### src/logic/op_pkg.sv
package op_pkg;

    // ------------------------------
    // host opcodes
    // ------------------------------
    // codes 8..15 carry no function here and are treated as no-ops
    typedef enum logic [3:0] {
        LOAD    = 4'd0,
        ORG_R   = 4'd1,
        ORG_L   = 4'd2,
        ORG_U   = 4'd3,
        ORG_D   = 4'd4,
        SCALE_D = 4'd5,
        SCALE_U = 4'd6,
        DISPLAY = 4'd7
    } op_mode_e;

    // one-cycle command from sequencer to view registers
    typedef enum logic [2:0] {
        NONE   = 3'd0,
        RIGHT  = 3'd1,
        LEFT   = 3'd2,
        UP     = 3'd3,
        DOWN   = 3'd4,
        SHRINK = 3'd5,
        GROW   = 3'd6
    } view_cmd_e;

endpackage

### src/logic/op_sequencer.sv
module op_sequencer (
    input  logic              i_clk,
    input  logic              i_rst_n,
    input  logic              i_op_valid,
    input  op_pkg::op_mode_e  i_op_mode,
    input  logic              i_load_done,
    input  logic              i_disp_done,
    output logic              o_op_ready,
    output logic              o_load_start,
    output logic              o_disp_start,
    output op_pkg::view_cmd_e o_view_cmd
);
    import op_pkg::*;

    typedef enum logic [2:0] {
        S_STARTUP   = 3'd0,
        S_ANNOUNCE  = 3'd1,
        S_WAIT_OP   = 3'd2,
        S_BUSY_LOAD = 3'd3,
        S_BUSY_DISP = 3'd4
    } state_e;

    state_e    state;
    view_cmd_e cmd_dec;

    // opcode to view command, NONE for everything else
    always_comb begin
        case (i_op_mode)
            ORG_R:   cmd_dec = RIGHT;
            ORG_L:   cmd_dec = LEFT;
            ORG_U:   cmd_dec = UP;
            ORG_D:   cmd_dec = DOWN;
            SCALE_D: cmd_dec = SHRINK;
            SCALE_U: cmd_dec = GROW;
            default: cmd_dec = NONE;
        endcase
    end

    always_ff @(posedge i_clk or negedge i_rst_n) begin
        if (!i_rst_n) begin
            state        <= S_STARTUP;
            o_op_ready   <= 1'b0;
            o_load_start <= 1'b0;
            o_disp_start <= 1'b0;
            o_view_cmd   <= NONE;
        end else begin
            // all outputs are single-cycle strobes
            o_op_ready   <= 1'b0;
            o_load_start <= 1'b0;
            o_disp_start <= 1'b0;
            o_view_cmd   <= NONE;
            case (state)
                S_STARTUP: state <= S_ANNOUNCE;
                // ready pulse, also closes view and unknown ops
                S_ANNOUNCE: begin
                    o_op_ready <= 1'b1;
                    state      <= S_WAIT_OP;
                end
                S_WAIT_OP: begin
                    if (i_op_valid) begin
                        if (i_op_mode == LOAD) begin
                            o_load_start <= 1'b1;
                            state        <= S_BUSY_LOAD;
                        end else if (i_op_mode == DISPLAY) begin
                            o_disp_start <= 1'b1;
                            state        <= S_BUSY_DISP;
                        end else begin
                            // view update lands while announcing
                            o_view_cmd <= cmd_dec;
                            state      <= S_ANNOUNCE;
                        end
                    end
                end
                S_BUSY_LOAD: begin
                    if (i_load_done) begin
                        o_op_ready <= 1'b1;
                        state      <= S_WAIT_OP;
                    end
                end
                S_BUSY_DISP: begin
                    if (i_disp_done) begin
                        o_op_ready <= 1'b1;
                        state      <= S_WAIT_OP;
                    end
                end
                default: state <= S_STARTUP;
            endcase
        end
    end

endmodule

### config.mk
export PLATFORM = sky130hd
export DESIGN_NAME = op_sequencer
export DESIGN_NICKNAME = d
export VERILOG_FILES = /design/src/logic/op_pkg.sv /design/src/logic/op_sequencer.sv
export SDC_FILE = /design/constraint.sdc
export NUM_CORES = 1
export LEC_CHECK = 0
export BUFFER_PORTS_ARGS = -buffer_cell sky130_fd_sc_hd__buf_2
export CAP_MARGIN = 20
export CORE_AREA = 8 8 45 47
export DETAILED_ROUTE_END_ITERATION = 10
export DIE_AREA = 0 0 53 55
export SLEW_MARGIN = 20
export SYNTH_ARGS = -nofsm -noshare
export SYNTH_HDL_FRONTEND = slang
export SYNTH_SLANG_ARGS = --single-unit
export TNS_END_PERCENT = 1
### constraint.sdc
create_clock -name i_clk -period 3 [get_ports i_clk]
set_input_delay 0.45 -clock i_clk [delete_from_list [all_inputs] [get_ports i_clk]]
set_output_delay 0.45 -clock i_clk [all_outputs]
set_load 0.05 [all_outputs]
[After elaboration in Yosys (flattened, before gate mapping)]
Index checks and enable logic that the tools add are counted.
Word-level totals
  output and inout port bits: 6
  bits in writable memories: 0
  ROM bits: 0
  latch bits: 0
  word-level logic and storage cells: 43
  memories kept: 0
  input port bits: 9
  register bits after elaboration: 9
Cells by class
  magnitude comparators: 0
  shift-type cells: 0
  $add $sub $neg: 0
  multiply operators: 0
  bitwise gates (word level): 0
  reduce and logical (&&, ||, !) cells: 3
  multiplexer cells: 21
  divide/modulo/power cells: 0
  equality and inequality tests: 14
Operator list (count)
  $mux 3: 9
  $pmux 3 s6: 1
  $eq 4x3->1 const B: 4
  $pmux 3 s5: 1
  $mux 1: 9
  $eq 4x2->1 const B: 2
  $eq 3x2->1 const B: 2
  $ne 2x2->1 const B: 3
  $eq 4x1->1 const B: 1
  $logic_not 4->1: 1
  $eq 3x1->1 const B: 1
  $eq 3x3->1 const B: 1
  $logic_not 3->1: 1
  $pmux 1 s3: 1
  $reduce_and 3->1: 1

[Depth between registers and ports, before layout]
  word-level depth: 6
  mapped depth: 3
  depth with buffers taken out: 3

[Least setup slack after synthesis]
Ideal clock, no wire load.
  path type: input to register
  from: input i_op_mode[3]
  to: register state[2]
  stages on the path: 3
  path buffers: 0
  slack: 1.730 ns
  required time: 2.922 ns
  library setup time: 0.078 ns
  arrival: 1.193 ns
  cell sequence: nand2b_1 > or4_1 > a21oi_1
On the way
  cells in the longest elaborated chain, start to end: 5
  elaborated cells on any way between the ends: 6
  those cells by class: eq/ne: 1; mux: 4; reduce/logical: 1
RTL lines
  start: declaration: RTL line op_sequencer.sv:5  | input op_pkg::op_mode_e i_op_mode,
  $eq 4x3->1: RTL line op_sequencer.sv:64  | end else if (i_op_mode == DISPLAY) begin
  $mux 3: RTL line op_sequencer.sv:64
  $mux 3 (*): RTL line op_sequencer.sv:61  | if (i_op_mode == LOAD) begin
  $mux 3 (*): RTL line op_sequencer.sv:60  | if (i_op_valid) begin
  $pmux 3 s5 (*): RTL line op_sequencer.sv:52  | case (state)
  end signal: assignment: RTL line op_sequencer.sv:53  | S_STARTUP: state <= S_ANNOUNCE;
  end signal: assignment: RTL line op_sequencer.sv:63  | state <= S_BUSY_LOAD;
  end signal: assignment: RTL line op_sequencer.sv:66  | state <= S_BUSY_DISP;
  end: declaration: RTL line op_sequencer.sv:23  | state_e state;
Mark *: on every way between the ends. The rest lies on a longest branch, timed or not. The select of a mux whose other input is x is not followed.
A chain may end at the register's enable or synchronous reset.

[Worst setup path in the final report]
  from: register o_op_ready
  to: output o_op_ready
RTL lines
  start: declaration: RTL line op_sequencer.sv:8  | output logic o_op_ready,
  start signal: assignment: RTL line op_sequencer.sv:42  | o_op_ready <= 1'b0;
  start signal: assignment: RTL line op_sequencer.sv:48  | o_op_ready <= 1'b0;
  start signal: assignment: RTL line op_sequencer.sv:56  | o_op_ready <= 1'b1;
No word-level cell between the ends.

==> run metrics <==
Final period util=0.430; Final Cell Area=504 um^2; Root Driver=clkbuf_4; Final Skew=0.00146 ns; Final Hold Viols=0; # diodes=0; Max FO, Critical Path=1; max_slew headroom=0.765; CTS tree=done; CP Cell Sequence=buf_2; drt first pass iters=3; # nets final=65; PostCTS Resize Cnt=0; total gr overflow=0; Syn Nets=46; Peak VDD IR=approximately 170 uV; Die Height=between 50 and 60 um; PwrDens=732 nW/um^2; H-Tree Depth=1; area leader, netlist=dfrtp_1; CP delay by family, top=flip-flops; multi-input logic area=around 150 um^2; starting density of the core=0.279; Clock Tree Buf Depth=2; IO buf count=14; ANT nets after route=0; synthesized area=approximately 390 um^2; P&R area growth vs syn=30.4%; Synth area leaders=dfrtp_1, nor3_1, and3_1; Yosys reg bits=9; largest net degree at the start of global routing=10; Syn Inst Count=37; Post-Route Setup TNS=0 ns; WP data arrival=0.84 ns; critical path data required time=2.55 ns; gpl congestion=0.799; M1 GR Usage=0.0749; clock buffer count from CTS=3; Startpoint Class=flip-flop; CP Class=reg2out; number of global-route vias before repair=around 330; layout filler cell count=~150; pre-CTS setup slack=1.56 ns; worst path bufs/invs=1; yosys warns=0; clock sinks=9; M3 GR Usage=0.0241; worst slew pin tran=0.350 ns; global-route wire length before repair=1.39 mm; Worst-Skew Late Latency=0.26 ns; ys async rst share=1.00; final WL=826 um; delay of the slowest critical-path stage=approximately 0.32 ns; fin. max-slew vios=0; drt wl/cell=11.6 um; Slowest cell on crit path=dfrtp_1; core area=1380 um^2; Hold/Removal Path Class=in2async; final worst slack=1.71 ns; hpwl dp=665 um; GR peak layer=met4; layout cell share with drive strength beyond 1=0.345; I/O pin total=15; Post-synth EDFFs=0; Commonest cells post-synth=dfrtp_1, nand2_1, nor3_1, and3_1; Final Total Pwr=0.369 mW; RSZ-0062 raised after global routing=no; Util after Layout=0.364; ys flop type=dfrtp_1; vias per inst=4.72; Worst-path clk slew=0.06 ns; crit path time final=1.29 ns; count leader, synth=dfrtp_1; CP endpoint kind=output pin; area post-placement=roughly 480 um^2; # hold bufs at CTS=0; DR iter-0 viols=3; mean area per synthesized cell=around 10 um^2; Horiz. Die Dim=53 um; met2 GRT Util=0.0879; Pleak=about 0.26 nW; Synth top area share=0.583; total track usage=0.0695; # DRC=0; max-cap check violation count=0; run status=complete, no violations; post-synthesis cell type count=17; Register Area=~230 um^2; initial antenna violation count=0; row count=14; final-report setup violation count=0; Seq/Total Area, Yosys=0.583; via count=roughly 340; setup bufs post-CTS=0; fmax=0.775 GHz; Die ar.=a little under 3000 um^2
## path summary, 6_finish.rpt
path	from	end	slack, ns	depth (start not counted)
worst min register to register	state[2]	o_disp_start	0.54	1
max in group asynchronous	i_rst_n	state[1]	2.81	1
worst max register to register	state[2]	o_op_ready	1.74	3
min in group i_clk	i_disp_done	state[2]	0.46	3
worst min-delay path	i_rst_n	o_view_cmd[1]	0.02	1
worst max-delay path	o_op_ready	o_op_ready	1.71	1
## registers in the layout, indices dropped and copies added, names as in the netlist
register      cells
o_disp_start      1
o_load_start      1
o_op_ready        1
o_view_cmd        3
state             3
## power breakdown
group	total [mW]	switching, mW	internal, mW
Combinational	0.107	0.0687	0.0381
Sequential	0.170	0.0247	0.145
Clock	0.0925	0.0433	0.0492
## per-layer routing
layer / routed length, um / up-vias
met1: 330 / 148
met3: 91 / 5
li1: - / 168
met2: 355 / 14
met4: 49 / 0
met5: 0 / -
## worst reg2reg max path, cell delays in order (launching register included)
cell and delay [ns]:
dfrtp_1 0.42, inv_1 0.10, or4b_1 0.54, o21ai_0 0.11
## cells by family (layout without fill, tap and decap cells)
group | Yosys count | count (layout) | synth area share
buf+inv | 2 | 20 | 0.0194
simple gates | 21 | 21 | 0.311
flops | 9 | 9 | 0.583
compound gates | 5 | 5 | 0.0874
## cells in the final DEF (no fill, tap or decap)
cell and n:
nand3_1 1, buf_2 14, clkbuf_4 3, or2_2 1, o21ai_0 2, nand2_1 4, and3_1 3, clkinv_2 1
nor2b_1 2, or3_1 1, nand2b_1 2, a32o_1 1, or4b_1 1, or4_1 1, nor3_1 4, inv_1 2
a311oi_1 1, and2_1 1, a21oi_1 1, dfrtp_1 9
## final cells by class
class	count	share of cell area
clock buffer	3	0.0447
clock inverter	1	0.00993
inverter	2	0.0149
multi-input combinational	26	0.305
sequential	9	0.447
tap	16	0.0397
timing repair buffer	14	0.139
## metrics by stage
step / cells / hold WS (ns)
6_report: 71 / 0.0216
2_1_floorplan: 37 / 0.154
3_3_place_gp: 67 / 0.304
5_1_grt: 71 / 0.0148
4_1_cts: 71 / 0.0180
3_5_place_dp: 67 / 0.306
No activity file was read; power rests on OpenSTA's default activity.
