[config.mk]
export PLATFORM = sky130hd
export DESIGN_NAME = load_engine
export DESIGN_NICKNAME = d
export VERILOG_FILES = /design/src/logic/img_pkg.sv /design/src/logic/load_engine.sv
export SDC_FILE = /design/constraint.sdc
export NUM_CORES = 1
export LEC_CHECK = 0
export BUFFER_PORTS_ARGS = -buffer_cell sky130_fd_sc_hd__buf_2
export CORE_MARGIN = 2
export CORE_UTILIZATION = 43
export DETAILED_ROUTE_END_ITERATION = 10
export GPL_TIMING_DRIVEN = 1
export PLACE_DENSITY = 0.75
export SETUP_SLACK_MARGIN = 0.3
export SLEW_MARGIN = 20
export SYNTH_ARGS = -nofsm -noshare
export SYNTH_HDL_FRONTEND = slang
export SYNTH_SLANG_ARGS = --single-unit
[constraint.sdc]
create_clock -name i_clk -period 1.65 [get_ports i_clk]
set_clock_uncertainty 0.05 [all_clocks]
set_input_delay 0 -clock i_clk [delete_from_list [all_inputs] [get_ports i_clk]]
set_output_delay 0 -clock i_clk [all_outputs]
set_load 0.05 [all_outputs]
[src/logic/img_pkg.sv]
package img_pkg;

    // ------------------------------
    // image geometry
    // ------------------------------
    localparam int IMG_W = 8;
    localparam int IMG_H = 8;
    localparam int IMG_C = 32;

    // total pixel count, channel-major raster
    localparam logic [11:0] IMG_PIX = 12'(IMG_W * IMG_H * IMG_C);

    // memory banking
    localparam int BANK_COUNT = 4;
    localparam int BANK_DEPTH = 512;

    typedef logic [7:0] pixel_t;
    typedef logic signed [13:0] out_word_t;
    typedef logic [$clog2(IMG_W)-1:0] coord_t;
    typedef logic [$clog2(IMG_C)-1:0] chan_t;

    // channel*64 + y*8 + x
    typedef logic [$clog2(IMG_W * IMG_H * IMG_C)-1:0] pix_addr_t;

    // 2x2 window must stay inside the 8x8 plane
    localparam coord_t ORG_MAX = 3'd6;

    // active channel depth
    typedef enum logic [1:0] {
        D8  = 2'd0,
        D16 = 2'd1,
        D32 = 2'd2
    } depth_e;

    typedef struct packed {
        coord_t origin_x;
        coord_t origin_y;
        depth_e depth;
    } view_t;

    // single write port
    typedef struct packed {
        logic      valid;
        pix_addr_t addr;
        pixel_t    data;
    } mem_wr_t;

    // single read port, data one cycle later
    typedef struct packed {
        logic      valid;
        pix_addr_t addr;
    } mem_rd_t;

endpackage

[src/logic/load_engine.sv]
module load_engine (
    input  logic             i_clk,
    input  logic             i_rst_n,
    input  logic             i_start,
    input  logic             i_in_valid,
    input  img_pkg::pixel_t  i_in_data,
    output logic             o_in_ready,
    output img_pkg::mem_wr_t o_wr,
    output logic             o_done
);
    import img_pkg::*;

    pix_addr_t pix_cnt;
    logic      in_ready;
    logic      accept;
    logic      last_pix;

    // a pixel counts only while the window is open
    assign accept   = i_in_valid & in_ready;
    assign last_pix = accept && (pix_cnt == pix_addr_t'(IMG_PIX - 12'd1));

    always_ff @(posedge i_clk or negedge i_rst_n) begin
        if (!i_rst_n) begin
            pix_cnt  <= '0;
            in_ready <= 1'b0;
        end else if (i_start) begin
            // fresh load always restarts at pixel 0
            pix_cnt  <= '0;
            in_ready <= 1'b1;
        end else if (accept) begin
            pix_cnt <= pix_cnt + 1'b1;
            if (last_pix) begin
                in_ready <= 1'b0;
            end
        end
    end

    // input order is already the raster address
    assign o_wr.valid = accept;
    assign o_wr.addr  = pix_cnt;
    assign o_wr.data  = i_in_data;

    assign o_in_ready = in_ready;
    assign o_done     = last_pix;

endmodule

# [Yosys cells after proc, flatten, opt, wreduce, memory -nomap -nowiden]
# Cells that the tools add are included.
[word_totals] mem_bits_ro=0 input_bits=12 output_inout_bits=22 latch_bits=0 register_bits=12 n_memories=0 mem_bits_rw=0 wordCells=14
[op_classes] mux=5 n_mul=0 reduce_logical=4 bitwise=1 eq_ne=1 shifts=0 order_cmp=0 add_sub_neg=1 div=0
[op_table] cell="$mux W11" count=2
[op_table] cell="$add A11 B1 Y11 const B" count=1
[op_table] cell="$eq A11 B11 Y1 const B" count=1
[op_table] cell="$reduce_bool A2 Y1" count=2
[op_table] cell="$mux W1" count=3
[op_table] cell="$reduce_and A2 Y1" count=1
[op_table] cell="$and A1 B1 Y1" count=1
[op_table] cell="$logic_and A1 B1 Y1" count=1

# [Logic depth before layout (Yosys ltp)]
[logic_depth] word_depth=5 mapped_depth=4 depth_no_buf=4

# [Least setup slack after synthesis]
# OpenSTA, ideal clock, no wires.
[synth_path] path_type="reg-to-reg" from="register pix_cnt[0]" to="register pix_cnt[10]" slack_ns=-0.255 path_buffers=0 setup_time_ns=0.125 stages_incl_launch_ff=5 arrival_ns=1.731 period_less_slack_ns=1.905 required_time_ns=1.475 path_cell_list="dfrtp_1 > ha_1 > nand3_1 > nor4_4 > mux2_2"
[synth_via] elab_chain_cells=3
[synth_rtl] element="start, declared" line="load_engine.sv:13" source="pix_addr_t pix_cnt;"
[synth_rtl] element="start signal, assigned" line="load_engine.sv:31" source="pix_cnt <= pix_cnt + 1'b1;"
[synth_rtl] element="$add A11 B1 Y11" line="load_engine.sv:31"
[synth_rtl] element="$mux W11" line="load_engine.sv:30" source="end else if (accept) begin"
[synth_rtl] element="$mux W11" line="load_engine.sv:26" source="end else if (i_start) begin"
# Every way passes these cells. The select of a mux whose other input is x is not followed.
# A chain may end at the register's enable or synchronous reset.

# [Worst setup path in the final report]
[layout_path] from="register pix_cnt[5]" to="output o_done"
[layout_via] elab_chain_cells=2
[layout_rtl] element="$eq A11 B11 Y1" line="load_engine.sv:20" source="assign last_pix = accept && (pix_cnt == pix_addr_t'(IMG_PIX - 12'd1));"
[layout_rtl] element="$logic_and A1 B1 Y1" line="load_engine.sv:20"
[layout_rtl] element="end, declared" line="load_engine.sv:9" source="output logic o_done"
# Every way passes these cells.

==> results.sh <==
export IMPL_synth_edff_count=0
export IMPL_port_buffers=17
export IMPL_slowest_delay_ps=410
export IMPL_crit_fanout=6
export IMPL_synth_area_leader_cell="dfrtp_1"
export IMPL_cp_top_family="simple AND/OR/NAND/NOR gates"
export IMPL_end_kind="output pin"
export IMPL_cts_path_max_buffers=2
export IMPL_yosys_cell_count_top_type="dfrtp_1"
export IMPL_grt_setup_unrepaired="yes"
export IMPL_slew_headroom_pct=64.5
export IMPL_arrival_ps=1430
export IMPL_fin_nets=119
export IMPL_powerDensity_mw_per_mm2=606
export IMPL_design_area_mm2=0.00106
export IMPL_met2_usage_pct=31.2
export IMPL_path_cells="nand2_2 > nor4_4 > and2_4 > buf_8"
export IMPL_hold_viol_final=0
export IMPL_clk_pin_slew_worst_paths_ps=90
export IMPL_synth_area_leaders="dfrtp_1 44%, buf_4 9.9%, a21oi_1 5.9%"
export IMPL_path_buf_inv=1
export IMPL_crit_path_start_kind="flip-flop"
export IMPL_initial_utilization_pct=45.7
export IMPL_cts_made_buffers=3
export IMPL_rows=14
export IMPL_first_iter_violations=17
export IMPL_core_mm2=0.00149
export IMPL_yosys_top_cells_count="12 x dfrtp_1, 9 x buf_4, 8 x a21oi_1"
export IMPL_total_leakage_power_nw=0.466
export IMPL_fmax_mhz=674
export IMPL_hpwl_um=1030
export IMPL_ios=34
export IMPL_syn_area_um2=681
export IMPL_drive_gt1_share_pct=57.1
export IMPL_fillers=107
export IMPL_routed_wl_um=1770
export IMPL_antenna_cells=0
export IMPL_cp_required_ps=1600
export IMPL_grt_pass1_vias=596
export IMPL_antenna_left=0
export IMPL_synth_cell_type_count=23
export IMPL_die_y_um=43.8
export IMPL_grt_use_total_pct=19.3
export IMPL_ctsRootBufferMaster="clkbuf_4"
export IMPL_fin_crit_ps=1480
export IMPL_status="finished, final reports clean"
export IMPL_setup_viol=0
export IMPL_async_flop_share_pct=100
export IMPL_synthFlopType="dfrtp_1"
export IMPL_antenna_found_initial=0
export IMPL_synth_cells=71
export IMPL_grt_max_degree=15
export IMPL_ys_warn_count=0
export IMPL_cts_tree="done"
export IMPL_grtUsageMet3_pct=4.17
export IMPL_wl_per_cell_um=14.6
export IMPL_tightest_slew_ps=531
export IMPL_routed_via_count=659
export IMPL_area_delta_synth_final_pct=55.7
export IMPL_ys_ff_latch=12
export IMPL_die_w_um=43.8
export IMPL_setup_tns_ps=0
export IMPL_drc_errors=0
export IMPL_ys_seq_area_share_pct=44.1
export IMPL_viasPerCell=5.45
export IMPL_cts_sinks=12
export IMPL_grt_util_met1_pct=24.0
export IMPL_gp_congestion=0.744
export IMPL_grt_pass1_wl_um=2700
export IMPL_crit_type="flip-flop to output pin"
export IMPL_dieArea_mm2=0.00192
export IMPL_critPathSlowestCell="dfrtp_2"
export IMPL_yosys_area_top_type_share_pct=44.1
export IMPL_peakVddDrop_mv=0.547
export IMPL_fin_crit_sh_pct=89.9
export IMPL_syn_avg_cell_area_um2=9.59
export IMPL_final_max_slew_viol_count=0
export IMPL_syn_nets=84
export IMPL_clk_latency_ps=280
export IMPL_cts_htree_levels=1
export IMPL_hp_class="input pin to flip-flop"
export IMPL_max_cap_viol_count=0
export IMPL_place_area_um2=774
export IMPL_grt_busiest_layer="met2"
export IMPL_dr_pass1_iters=4
export IMPL_overflow=0
## report_power, final
group | leakage (nW) | internal [mW] | total, mW | switching (mW)
Sequential | 0.144 | 0.300 | 0.306 | 0.00600
Combinational | 0.307 | 0.0404 | 0.138 | 0.0971
Clock | 0.0150 | 0.0936 | 0.199 | 0.105
## area by class of cell
| cell class | count | area, µm² | area share (%) |
|---|---|---|---|
| clock buffer | 4 | 26.3 | 2.48 |
| inverter | 3 | 11.3 | 1.06 |
| multi-input combinational | 46 | 392 | 37.0 |
| sequential | 12 | 314 | 29.6 |
| tap | 16 | 20.0 | 1.89 |
| timing repair buffer | 40 | 297 | 28.0 |
## routing by layer
layer / vias up / share of wire, % / wire length (µm)
met5: - / 0 / 0
met4: 0 / 3.3 / 59
met3: 10 / 5.7 / 101
met2: 30 / 50 / 893
met1: 306 / 40 / 717
li1: 313 / - / -
## cell families after synthesis
kind of cell | synth area share, %
AO/OA/AOI/OAI | 11.0
XOR/XNOR | 2.57
adder cells (fa/ha/maj) | 1.84
buffers and inverters | 12.1
flip-flops | 44.1
multiplexers | 3.31
AND/OR/NAND/NOR | 25.0
## cells in the final DEF, fill, tap and decap left out, drive strengths merged
cell / n
nand3: 4
dfrtp: 12
xor2: 1
or3: 4
o31ai: 2
and2: 1
or4: 2
buf: 30
nand4: 3
ha: 1
clkbuf: 4
nor2: 5
inv: 3
nand2: 4
a21oi: 8
nor4: 2
dlygate4sd3: 10
mux2: 2
nor2b: 2
xnor2: 1
o21ai: 4
## stage by stage
stage	cells	worst slack [ps]	power, mW	util [%]	hold WS, ps
after floorplan	71	133	0.408	-	-346
after global routing	121	99.4	0.664	71.2	20.9
after CTS	112	105	0.631	63.3	15.6
after detailed placement	94	229	0.378	52.0	-154
final	121	167	0.642	71.2	19.3
after global placement	94	243	0.376	52.0	-156
## registers in the layout, summed over array words and instances, names as in the netlist
name / flops
pix_cnt: 11
o_in_ready: 1
## path summary, 6_finish.rpt
| kind | slack [ps] | depth (start not counted) | endpoint | from |
|---|---|---|---|---|
| hold / removal | 20 | 2 | pix_cnt[4] | i_start |
| min in group asynchronous | 70 | 2 | pix_cnt[2] | i_rst_n |
| setup / recovery | 170 | 4 | o_done | pix_cnt[5] |
| hold reg to reg | 540 | 2 | pix_cnt[9] | pix_cnt[9] |
| max in group asynchronous | 1230 | 2 | pix_cnt[6] | i_rst_n |
| setup reg to reg | 180 | 4 | pix_cnt[9] | pix_cnt[2] |
## repair_timing
action	4_1_cts	5_1_grt
hold buffers	10	0
setup endpoints to repair	5	9
pin swaps	2	7
gates cloned	0	0
hold endpoints to repair	21	0
setup buffers	4	9
gates resized for setup	4	10
Note: power is estimated with default switching activity, not from simulation.
