## config.mk

```make
export PLATFORM = sky130hd
export DESIGN_NAME = view_regs
export DESIGN_NICKNAME = d
export VERILOG_FILES = /design/src/logic/img_pkg.sv /design/src/logic/op_pkg.sv /design/src/logic/view_regs.sv
export SDC_FILE = /design/constraint.sdc
export NUM_CORES = 1
export LEC_CHECK = 0
export BUFFER_PORTS_ARGS = -buffer_cell sky130_fd_sc_hd__buf_4
export CAP_MARGIN = 20
export CORE_MARGIN = 2
export CORE_UTILIZATION = 40
export DETAILED_ROUTE_END_ITERATION = 10
export GPL_ROUTABILITY_DRIVEN = 0
export MAX_ROUTING_LAYER = met4
export PLACE_DENSITY_LB_ADDON = 0.3
export SYNTH_ARGS = -nofsm -noshare
export SYNTH_HDL_FRONTEND = slang
export SYNTH_SLANG_ARGS = --single-unit
export TNS_END_PERCENT = 100
```

## constraint.sdc

```tcl
create_clock -name i_clk -period 2.2 [get_ports i_clk]
set_clock_uncertainty 0.2 [all_clocks]
set_input_delay 0.44 -clock i_clk [delete_from_list [all_inputs] [get_ports i_clk]]
set_output_delay 0.44 -clock i_clk [all_outputs]
set_load 0.005 [all_outputs]
```

## src/logic/img_pkg.sv

```systemverilog
package img_pkg;

    // ------------------------------
    // image geometry
    // ------------------------------
    localparam int IMG_W = 8;
    localparam int IMG_H = 8;
    localparam int IMG_C = 32;

    // total pixel count, channel-major raster
    localparam logic [11:0] IMG_PIX = 12'(IMG_W * IMG_H * IMG_C);

    // memory banking
    localparam int BANK_COUNT = 4;
    localparam int BANK_DEPTH = 512;

    typedef logic [7:0] pixel_t;
    typedef logic signed [13:0] out_word_t;
    typedef logic [$clog2(IMG_W)-1:0] coord_t;
    typedef logic [$clog2(IMG_C)-1:0] chan_t;

    // channel*64 + y*8 + x
    typedef logic [$clog2(IMG_W * IMG_H * IMG_C)-1:0] pix_addr_t;

    // 2x2 window must stay inside the 8x8 plane
    localparam coord_t ORG_MAX = 3'd6;

    // active channel depth
    typedef enum logic [1:0] {
        D8  = 2'd0,
        D16 = 2'd1,
        D32 = 2'd2
    } depth_e;

    typedef struct packed {
        coord_t origin_x;
        coord_t origin_y;
        depth_e depth;
    } view_t;

    // single write port
    typedef struct packed {
        logic      valid;
        pix_addr_t addr;
        pixel_t    data;
    } mem_wr_t;

    // single read port, data one cycle later
    typedef struct packed {
        logic      valid;
        pix_addr_t addr;
    } mem_rd_t;

endpackage

```

## src/logic/op_pkg.sv

```systemverilog
package op_pkg;

    // ------------------------------
    // host opcodes
    // ------------------------------
    // codes 8..15 carry no function here and are treated as no-ops
    typedef enum logic [3:0] {
        LOAD    = 4'd0,
        ORG_R   = 4'd1,
        ORG_L   = 4'd2,
        ORG_U   = 4'd3,
        ORG_D   = 4'd4,
        SCALE_D = 4'd5,
        SCALE_U = 4'd6,
        DISPLAY = 4'd7
    } op_mode_e;

    // one-cycle command from sequencer to view registers
    typedef enum logic [2:0] {
        NONE   = 3'd0,
        RIGHT  = 3'd1,
        LEFT   = 3'd2,
        UP     = 3'd3,
        DOWN   = 3'd4,
        SHRINK = 3'd5,
        GROW   = 3'd6
    } view_cmd_e;

endpackage

```

## src/logic/view_regs.sv

```systemverilog
module view_regs (
    input  logic              i_clk,
    input  logic              i_rst_n,
    input  op_pkg::view_cmd_e i_cmd,
    output img_pkg::view_t    o_view
);
    import img_pkg::*;
    import op_pkg::*;

    view_t view_q;

    always_ff @(posedge i_clk or negedge i_rst_n) begin
        if (!i_rst_n) begin
            view_q.origin_x <= '0;
            view_q.origin_y <= '0;
            view_q.depth    <= D32;
        end else begin
            case (i_cmd)
                // ------------------------------
                // origin moves, clamp at 0 and ORG_MAX
                // ------------------------------
                RIGHT: if (view_q.origin_x < ORG_MAX) view_q.origin_x <= view_q.origin_x + 1'b1;
                LEFT:  if (view_q.origin_x != '0) view_q.origin_x <= view_q.origin_x - 1'b1;
                // up means toward row 0
                UP:    if (view_q.origin_y != '0) view_q.origin_y <= view_q.origin_y - 1'b1;
                DOWN:  if (view_q.origin_y < ORG_MAX) view_q.origin_y <= view_q.origin_y + 1'b1;
                // ------------------------------
                // depth steps 32 -> 16 -> 8 and back
                // ------------------------------
                SHRINK: begin
                    case (view_q.depth)
                        D32:     view_q.depth <= D16;
                        D16:     view_q.depth <= D8;
                        default: view_q.depth <= D8;
                    endcase
                end
                GROW: begin
                    case (view_q.depth)
                        D8:      view_q.depth <= D16;
                        D16:     view_q.depth <= D32;
                        default: view_q.depth <= D32;
                    endcase
                end
                // idle cycles hold the view
                default: view_q <= view_q;
            endcase
        end
    end

    assign o_view = view_q;

endmodule

```

---- Yosys cells after proc, flatten, opt, wreduce, memory -nomap -nowiden ----
Index checks and enable logic that the tools add are counted.
storage, ports and cells
  output and inout port bits .............. 8
  register bits ........................... 8
  logic and storage cells ................. 37
operators by class
  add/subtract/negate cells ............... 4
  magnitude comparators ................... 2
  equality and inequality tests ........... 11
  reduce and logical (&&, ||, !) cells .... 8
  mux-type cells .......................... 9
operators by type and width
  operator                                             count
  2-to-1 mux 3 bit                                     4
  one-hot mux 3 bit (2 select lines)                   2
  equality test 3 bit, second input constant           3
  inequality test 2 bit, second input constant         4
  adder 3 x 1 -> 3 bit, second input constant          2
  equality test 3 x 2 -> 1 bit, second input constant  2
  less-than comparator 3 bit, second input constant    2
  AND reduction 3 bit                                  2
  nonzero test 2 bit                                   3
  nonzero test 3 bit                                   2
  subtractor 3 x 1 -> 3 bit, second input constant     2
  one-hot mux 2 bit (2 select lines)                   1
  equality test 3 x 1 -> 1 bit, second input constant  1
  equality test 2 bit, second input constant           1
  zero test 2 bit                                      1
  2-to-1 mux 2 bit                                     1
  2-to-1 mux 1 bit                                     1

---- Longest topological paths before layout ----
Gate-level depths: netlist of run 1.
  depth in word-level cells ............... 3
  depth in mapped cells ................... 7
  gate-level depth less buffers ........... 6

---- Worst setup path after synthesis of run 1 ----
No wires, ideal clock.
  path kind ............................... input-to-reg
  from .................................... in i_cmd[0]
  to ...................................... reg view_q, in the netlist o_view[7]
  cell stages on the path ................. 5
  library setup time ...................... 138 ps
  arrival ................................. 1713 ps
  path slack .............................. 148 ps
  buffers on the path ..................... 1
  cells stage by stage .................... buf_2 or3b_4 inv_2 fa_1 mux4_2
on the way
  cells in the longest elaborated chain, start to end .. 3
ends and longest elaborated chain
  item                                                                                 RTL line         text
  start, declared                                                                      view_regs.sv:4   input op_pkg::view_cmd_e i_cmd,
  equality test 3 x 2 -> 1 bit / equality test 3 x 1 -> 1 bit (equally long branches)  view_regs.sv:18  case (i_cmd)
  inequality test 2 bit (no line) / nonzero test 2 bit (equally long branches)         n/a
  AND reduction 3 bit (no line)                                                        n/a
  end signal, assigned                                                                 view_regs.sv:45  default: view_q <= view_q;
  end, declared                                                                        view_regs.sv:10  view_t view_q;
Several ways; a longest one is shown, not always the timed one.
A chain may end at the register's enable or synchronous reset.

---- Worst setup path in the final report of run 1 ----
  from .................................... in i_cmd[2]
  to ...................................... reg view_q, in the netlist o_view[6]
The elaborated chain is that of the path after synthesis.

==> results.yml, run 1 <==
die:
  die_width_um: 43.3
  initial_cell_density_of_the_core: 0.420
  core_region_area_mm2: 0.00147
  die-height_um: 43.3
  dieArea_mm2: 0.00188
  floorplan.rows: 14
  io-pin-count: 13
worst_hold_path:
  hold_path.startpoint: "o_view[0]"
  hold_class: "flip-flop to flip-flop"
  min_path_cells: 1
  min_delay_worst_endpoint: "o_view[0]"
final_layout:
  area_delta_synth_final_pct: 24.1
  drive_above_1_share: 0.309
  finalInstanceArea_um2: 767
  final_core_util: 0.521
  nNetsFinal: 89
  fill_cells: 152
  stdcell_count: 97
  max_reg_flops: 8
  antenna-diode-count: 0
detailed_routing:
  drt_first_iter_violations: 10
  final_antenna_net_count: 0
  vias_per_cell: 5.56
  detail_route.first_pass.iterations: 4
  detail_route.wirelength_um: 1330
  route.detailed.drc: 0
  routed_wirelength_normalized_by_instance_count_um: 13.7
  routed-via-count: 539
worst_setup_path:
  crit_path_start: "i_cmd[2]"
  critical_path.endpoint_type: "flip-flop"
  critPathMaxStageDelay_ns: 0.43
  cp.required_ns: 2.15
  crit_path_top_delay_cell: "sky130_fd_sc_hd__or3b_4"
  r2r_end: "o_view[3]"
  critical_path_peak_fanout: 5
  worstRegToRegCells: 6
  crit-reg2reg-launch: "o_view[3]"
  setup.worst_path.class: "primary input to flip-flop"
  worstPathArrival_ns: 1.81
  setup.reg_to_reg.worst_slack_ns: 0.55
  crit_chain: "buf_4 -> or3b_4 -> inv_2 -> fa_1 -> inv_1 -> mux2i_1 -> a2bb2oi_1"
  crit_path_start_kind: "primary input"
power_and_ir_drop:
  switching_power_mw: 0.307
  irDropWorstVdd_uv: 464
  power_frac_clock: 0.159
  p_leak_nw: 0.350
  power_switching_share: 0.376
  p_per_area_mw_per_mm2: 1060
  power.total_mw: 0.816
  internal_power_mw: 0.510
  seq_power_share: 0.373
  pwr-share-comb: 0.467
placed_design:
  place.port_buffers: 12
  placed_area_um2: 731
  placed_cells_incl_taps: 92
  post-dp-hpwl_um: 1010
grt:
  grt_first_pass_wirelength_um: 2320
  maximum_number_of_pins_on_one_net_before_global_route_repair: 11
  antenna_found_initial: 0
  first_global_vias: 513
  grt_overflow_total: 0
  grt_usage: 0.171
cts:
  cts_tree: "done"
  cts.path.max_buffers: 2
  cts_num_sinks: 8
  cts_buffers: 3
  post_cts.resized_instances: 0
  hold_buffers: 1
  cts_post_setup_buffers_inserted: 0
  cts-htree-levels: 1
  clk_transition_reported_paths_ns: 0.06
  clock_insertion_delay_worst_skew_ns: 0.27
  clockRootBuffer: "sky130_fd_sc_hd__clkbuf_4"
logic_synthesis:
  yosys-top-cells-area: "sky130_fd_sc_hd__dfrtp_1, sky130_fd_sc_hd__mux2i_1, sky130_fd_sc_hd__o21ai_0"
  syn-num-nets: 72
  post-synth-top-area-fraction: 0.283
  synth_seq_area_share: 0.326
  yosysUniqueCellTypes: 34
  synth.cell_area_um2: 618
  synthDominantAreaCellType: "sky130_fd_sc_hd__dfrtp_1"
  synth.yosys.warnings: 0
  synthesis.area_per_instance_um2: 9.51
  ys_ff_latch: 8
  syn_inst_count: 65
status:
  status: "completed"
timing:
  max_slew_margin: 0.716
  rsz_0062_raised_after_global_routing: "false"
  min_period_ns: 1.86
  timing.setup.tns_ns: 0
  hold_viol: 0
  final.period_utilization: 0.844
  final-setup-viol-count: 0
  timing.final.max_slew_violations: 0
  timing_worst_slew_pin_value_ns: 0.424
  max_freq_mhz: 539
run:
  cap_viol_max_count: 0
[stage by stage]
stage / worst slack (ns) / hold WS (ns)
3_5_place_dp: 0.0748 / 0.0679
3_3_place_gp: 0.0968 / 0.0639
2_1_floorplan: 0.148 / -0.0556
6_report: 0.343 / 0.306
5_1_grt: 0.255 / 0.337
4_1_cts: 0.349 / 0.314
[routing by layer]
metal,wire length [um],vias to the layer above,global-route usage
met5,0,-,-
met1,610,252,0.229
met4,0,0,0.0364
li1,-,269,-
met2,638,18,0.254
met3,81,0,0.0553
[cell families after synthesis]
kind of cell               share of synthesized area
AOI/OAI and AO/OA                              0.215
buffers and inverters                         0.0749
adders and majority gates                     0.0526
muxes                                          0.103
xor gates and xnor gates                      0.0283
and+or+nand+nor                                0.200
DFF                                            0.326
[power by group through the flow]
stage / logic, mW / registers, mW / clock network [mW]
final: 0.382 / 0.305 / 0.130
after global routing: 0.422 / 0.319 / 0.139
after global placement: 0.370 / 0.306 / 0
after detailed placement: 0.384 / 0.306 / 0
after floorplan: 0.256 / 0.280 / 0
after CTS: 0.386 / 0.306 / 0.128
[cell usage in the layout (no fill, tap or decap), types with 2 or more instances in the layout]
master and n:
sky130_fd_sc_hd__inv_1 4, sky130_fd_sc_hd__nand2_1 3, sky130_fd_sc_hd__and3b_1 2, sky130_fd_sc_hd__o21ai_1 2, sky130_fd_sc_hd__a221oi_1 2, sky130_fd_sc_hd__a211oi_1 2
sky130_fd_sc_hd__nor2_1 3, sky130_fd_sc_hd__nand2b_1 2, sky130_fd_sc_hd__a2bb2oi_1 3, sky130_fd_sc_hd__mux2i_1 3, sky130_fd_sc_hd__xnor2_1 2, sky130_fd_sc_hd__o21ai_0 6
sky130_fd_sc_hd__nor3b_1 2, sky130_fd_sc_hd__buf_4 16, sky130_fd_sc_hd__clkbuf_4 3, sky130_fd_sc_hd__dfrtp_1 7
[worst max-delay path by stage]
stage	end	slack, ns	cells after the start
after floorplan	o_view[7]	0.15	5
after global placement	o_view[7]	0.1	5
after detailed placement	o_view[6]	0.07	7
after CTS	o_view[6]	0.35	7
after global routing	o_view[3]	0.26	7
final	o_view[6]	0.34	7
[cell type report]
class,instances,area (um2),area share
tap,16,20.0,0.0261
timing repair buffer,17,130,0.170
sequential,8,201,0.263
clock buffer,4,26.3,0.0343
multi-input combinational,47,370,0.483
inverter,5,18.8,0.0245
[worst max-delay path: cells and delay by family]
kind / cells / cell delay, ns
compound gates: 1 / 0.15
fa+ha+maj: 1 / 0.43
buf+inv: 3 / 0.30
mux: 1 / 0.06
simple gates: 1 / 0.43
[cell usage after synthesis]
master	instances
sky130_fd_sc_hd__o2bb2ai_1	1
sky130_fd_sc_hd__inv_2	1
sky130_fd_sc_hd__clkbuf_1	3
sky130_fd_sc_hd__mux2_2	1
sky130_fd_sc_hd__nor3_1	1
sky130_fd_sc_hd__nor3b_2	1
sky130_fd_sc_hd__dfstp_2	1
sky130_fd_sc_hd__or3_1	1
sky130_fd_sc_hd__nor3b_1	2
sky130_fd_sc_hd__fa_1	1
sky130_fd_sc_hd__ha_1	1
sky130_fd_sc_hd__or3b_1	1
sky130_fd_sc_hd__a21oi_1	1
sky130_fd_sc_hd__a211oi_1	2
sky130_fd_sc_hd__a2bb2oi_1	3
sky130_fd_sc_hd__and4bb_1	1
sky130_fd_sc_hd__mux4_2	1
sky130_fd_sc_hd__a221oi_1	2
sky130_fd_sc_hd__inv_1	4
sky130_fd_sc_hd__o22ai_1	1
sky130_fd_sc_hd__nand2b_1	2
sky130_fd_sc_hd__nor2_1	3
sky130_fd_sc_hd__or3b_4	1
sky130_fd_sc_hd__o21ai_0	6
sky130_fd_sc_hd__nand2_1	3
sky130_fd_sc_hd__a31oi_1	1
sky130_fd_sc_hd__xnor2_1	2
sky130_fd_sc_hd__o21ai_1	2
sky130_fd_sc_hd__and3b_1	2
sky130_fd_sc_hd__buf_6	1
sky130_fd_sc_hd__buf_2	1
sky130_fd_sc_hd__a22oi_1	1
sky130_fd_sc_hd__mux2i_1	3
sky130_fd_sc_hd__dfrtp_1	7
(Power assumes the default switching activity.)
==> run 2: changes to the inputs <==
Clock period 2.2 ns to 1.8 ns, I/O delays scaled along.
==> run 2 against run 1 <==
  * Core utilization rose by 3.4 points
  * Critical path depth did not move
  * Design area increased by 6.5%
  * Combinational power grew 38%
  * Register-to-register slack worse by 0.39 ns
  * Critical endpoint is now o_view[3]
==> results.yml, run 2 (synthesis results as in run 1) <==
final_layout:
  mostFrequentLayoutCell: "sky130_fd_sc_hd__buf_4"
  fill_cells: 146
  final_core_util: 0.555
  stdcell_count: 103
  area_delta_synth_final_pct: 32.2
  antenna-diode-count: 0
  drive_above_1_share: 0.368
  nNetsFinal: 95
  max_reg_flops: 8
  layout_common_cells: "sky130_fd_sc_hd__buf_4, sky130_fd_sc_hd__dfrtp_1, sky130_fd_sc_hd__o21ai_0"
placed_design:
  placed_cells_incl_taps: 98
  place_ws_ns: -0.238
  post-dp-hpwl_um: 1030
  place.port_buffers: 12
die:
  die-height_um: 43.3
  dieArea_mm2: 0.00188
  die_width_um: 43.3
  io-pin-count: 13
  initial_cell_density_of_the_core: 0.420
  floorplan.rows: 14
  core_region_area_mm2: 0.00147
detailed_routing:
  detail_route.wirelength_um: 1360
  vias_per_cell: 5.63
  route.detailed.drc: 0
  final_antenna_net_count: 0
  routed-via-count: 580
  drt_first_iter_violations: 8
  routed_wirelength_normalized_by_instance_count_um: 13.2
  detail_route.first_pass.iterations: 4
run:
  cap_viol_max_count: 0
power_and_ir_drop:
  irDropWorstVdd_uv: 658
  p_per_area_mw_per_mm2: 1260
  p_leak_nw: 0.382
status:
  status: "completed"
worst_setup_path:
  crit_path_start_kind: "primary input"
  setup.reg_to_reg.worst_slack_ns: 0.16
  critPathMaxStageDelay_ns: 0.40
  crit-reg2reg-launch: "o_view[5]"
  crit_path_top_delay_cell: "sky130_fd_sc_hd__or3b_1"
  worstRegToRegCells: 2
  cp.required_ns: 1.74
  worstPathArrival_ns: 1.69
  sum_of_buffers_and_inverters_on_the_critical_path: 1
  worstSetupPathDepth: 7
  crit_chain: "buf_4 -> or3b_1 -> xnor2_1 -> ha_1 -> nor3b_2 -> o21ai_1 -> a2bb2oi_1"
  critical_path_peak_fanout: 3
  worst_path_dominant_cell_family: "simple AND/OR/NAND/NOR gates"
  setup.worst_path.class: "primary input to flip-flop"
  r2r_end: "o_view[7]"
  critical_path.endpoint_type: "flip-flop"
grt:
  grt_usage: 0.157
  grt_overflow_total: 0
  antenna_found_initial: 0
  maximum_number_of_pins_on_one_net_before_global_route_repair: 11
  first_global_vias: 489
  grt_first_pass_wirelength_um: 2060
cts:
  clockRootBuffer: "sky130_fd_sc_hd__clkbuf_4"
  cts_tree: "done"
  clk_transition_reported_paths_ns: 0.06
  cts.path.max_buffers: 2
  cts_buffers: 3
  cts_num_sinks: 8
  clock_insertion_delay_worst_skew_ns: 0.26
  cts-htree-levels: 1
  cts_post_setup_buffers_inserted: 0
timing:
  timing_worst_slew_pin_value_ns: 0.335
  max_freq_mhz: 572
  timing.final.max_slew_violations: 0
  rsz_0062_raised_after_global_routing: "false"
  timing.setup.tns_ns: 0
  hold_viol: 0
  final-setup-viol-count: 0
  min_period_ns: 1.75
  max_slew_margin: 0.777
  timing.final.ws_setup_ns: 0.0528
  final.period_utilization: 0.971
worst_hold_path:
  hold_class: "primary input to asynchronous set/reset pin"
## run 2: how the worst max path moves through the flow
stage                  start         to  slack, ns
floorplan           i_cmd[2]  o_view[7]      -0.15
global placement    i_cmd[0]  o_view[3]      -0.19
detailed placement  i_cmd[0]  o_view[3]      -0.24
CTS                 i_cmd[0]  o_view[3]       0.03
global route        i_cmd[0]  o_view[3]      0.001
finish              i_cmd[0]  o_view[3]       0.05
## run 2: cell type report
class,instances,area [um2],share of cell area
Multi-Input combinational cell,47,375,0.459
Sequential cell,8,201,0.247
Timing Repair Buffer,23,175,0.214
Clock buffer,4,26.3,0.0322
Tap cell,16,20.0,0.0245
Inverter,5,18.8,0.0230
## run 2: report_power, final
part           internal [mW]  switching [mW]  leakage, nW
logic                  0.317           0.213        0.273
clock network         0.0847          0.0615       0.0150
registers              0.254           0.100       0.0936
total                  0.655           0.374        0.382
## run 2: routing by layer
layer / track usage / wire, um / up-vias
met2: 0.257 / 727 / 10
li1: - / - / 286
met4: 0.0364 / 0 / 0
met3: 0.0638 / 53 / 0
met1: 0.179 / 578 / 284
met5: - / 0 / -
## run 2: timing repair
action	in CTS	in global routing
resized for setup	0	2
endpoints found under the hold margin	8	0
endpoints found under the setup margin	0	1
hold buffers	1	0
## run 2: per-stage QoR
stage / hold slack (ns) / total power, mW / area [um2]
global placement: -0.0178 / 0.858 / 776
detailed placement: -0.0185 / 0.873 / 776
floorplan: -0.136 / 0.658 / 629
global route: 0.250 / 1.11 / 817
CTS: 0.234 / 1.03 / 812
finish: 0.247 / 1.03 / 817
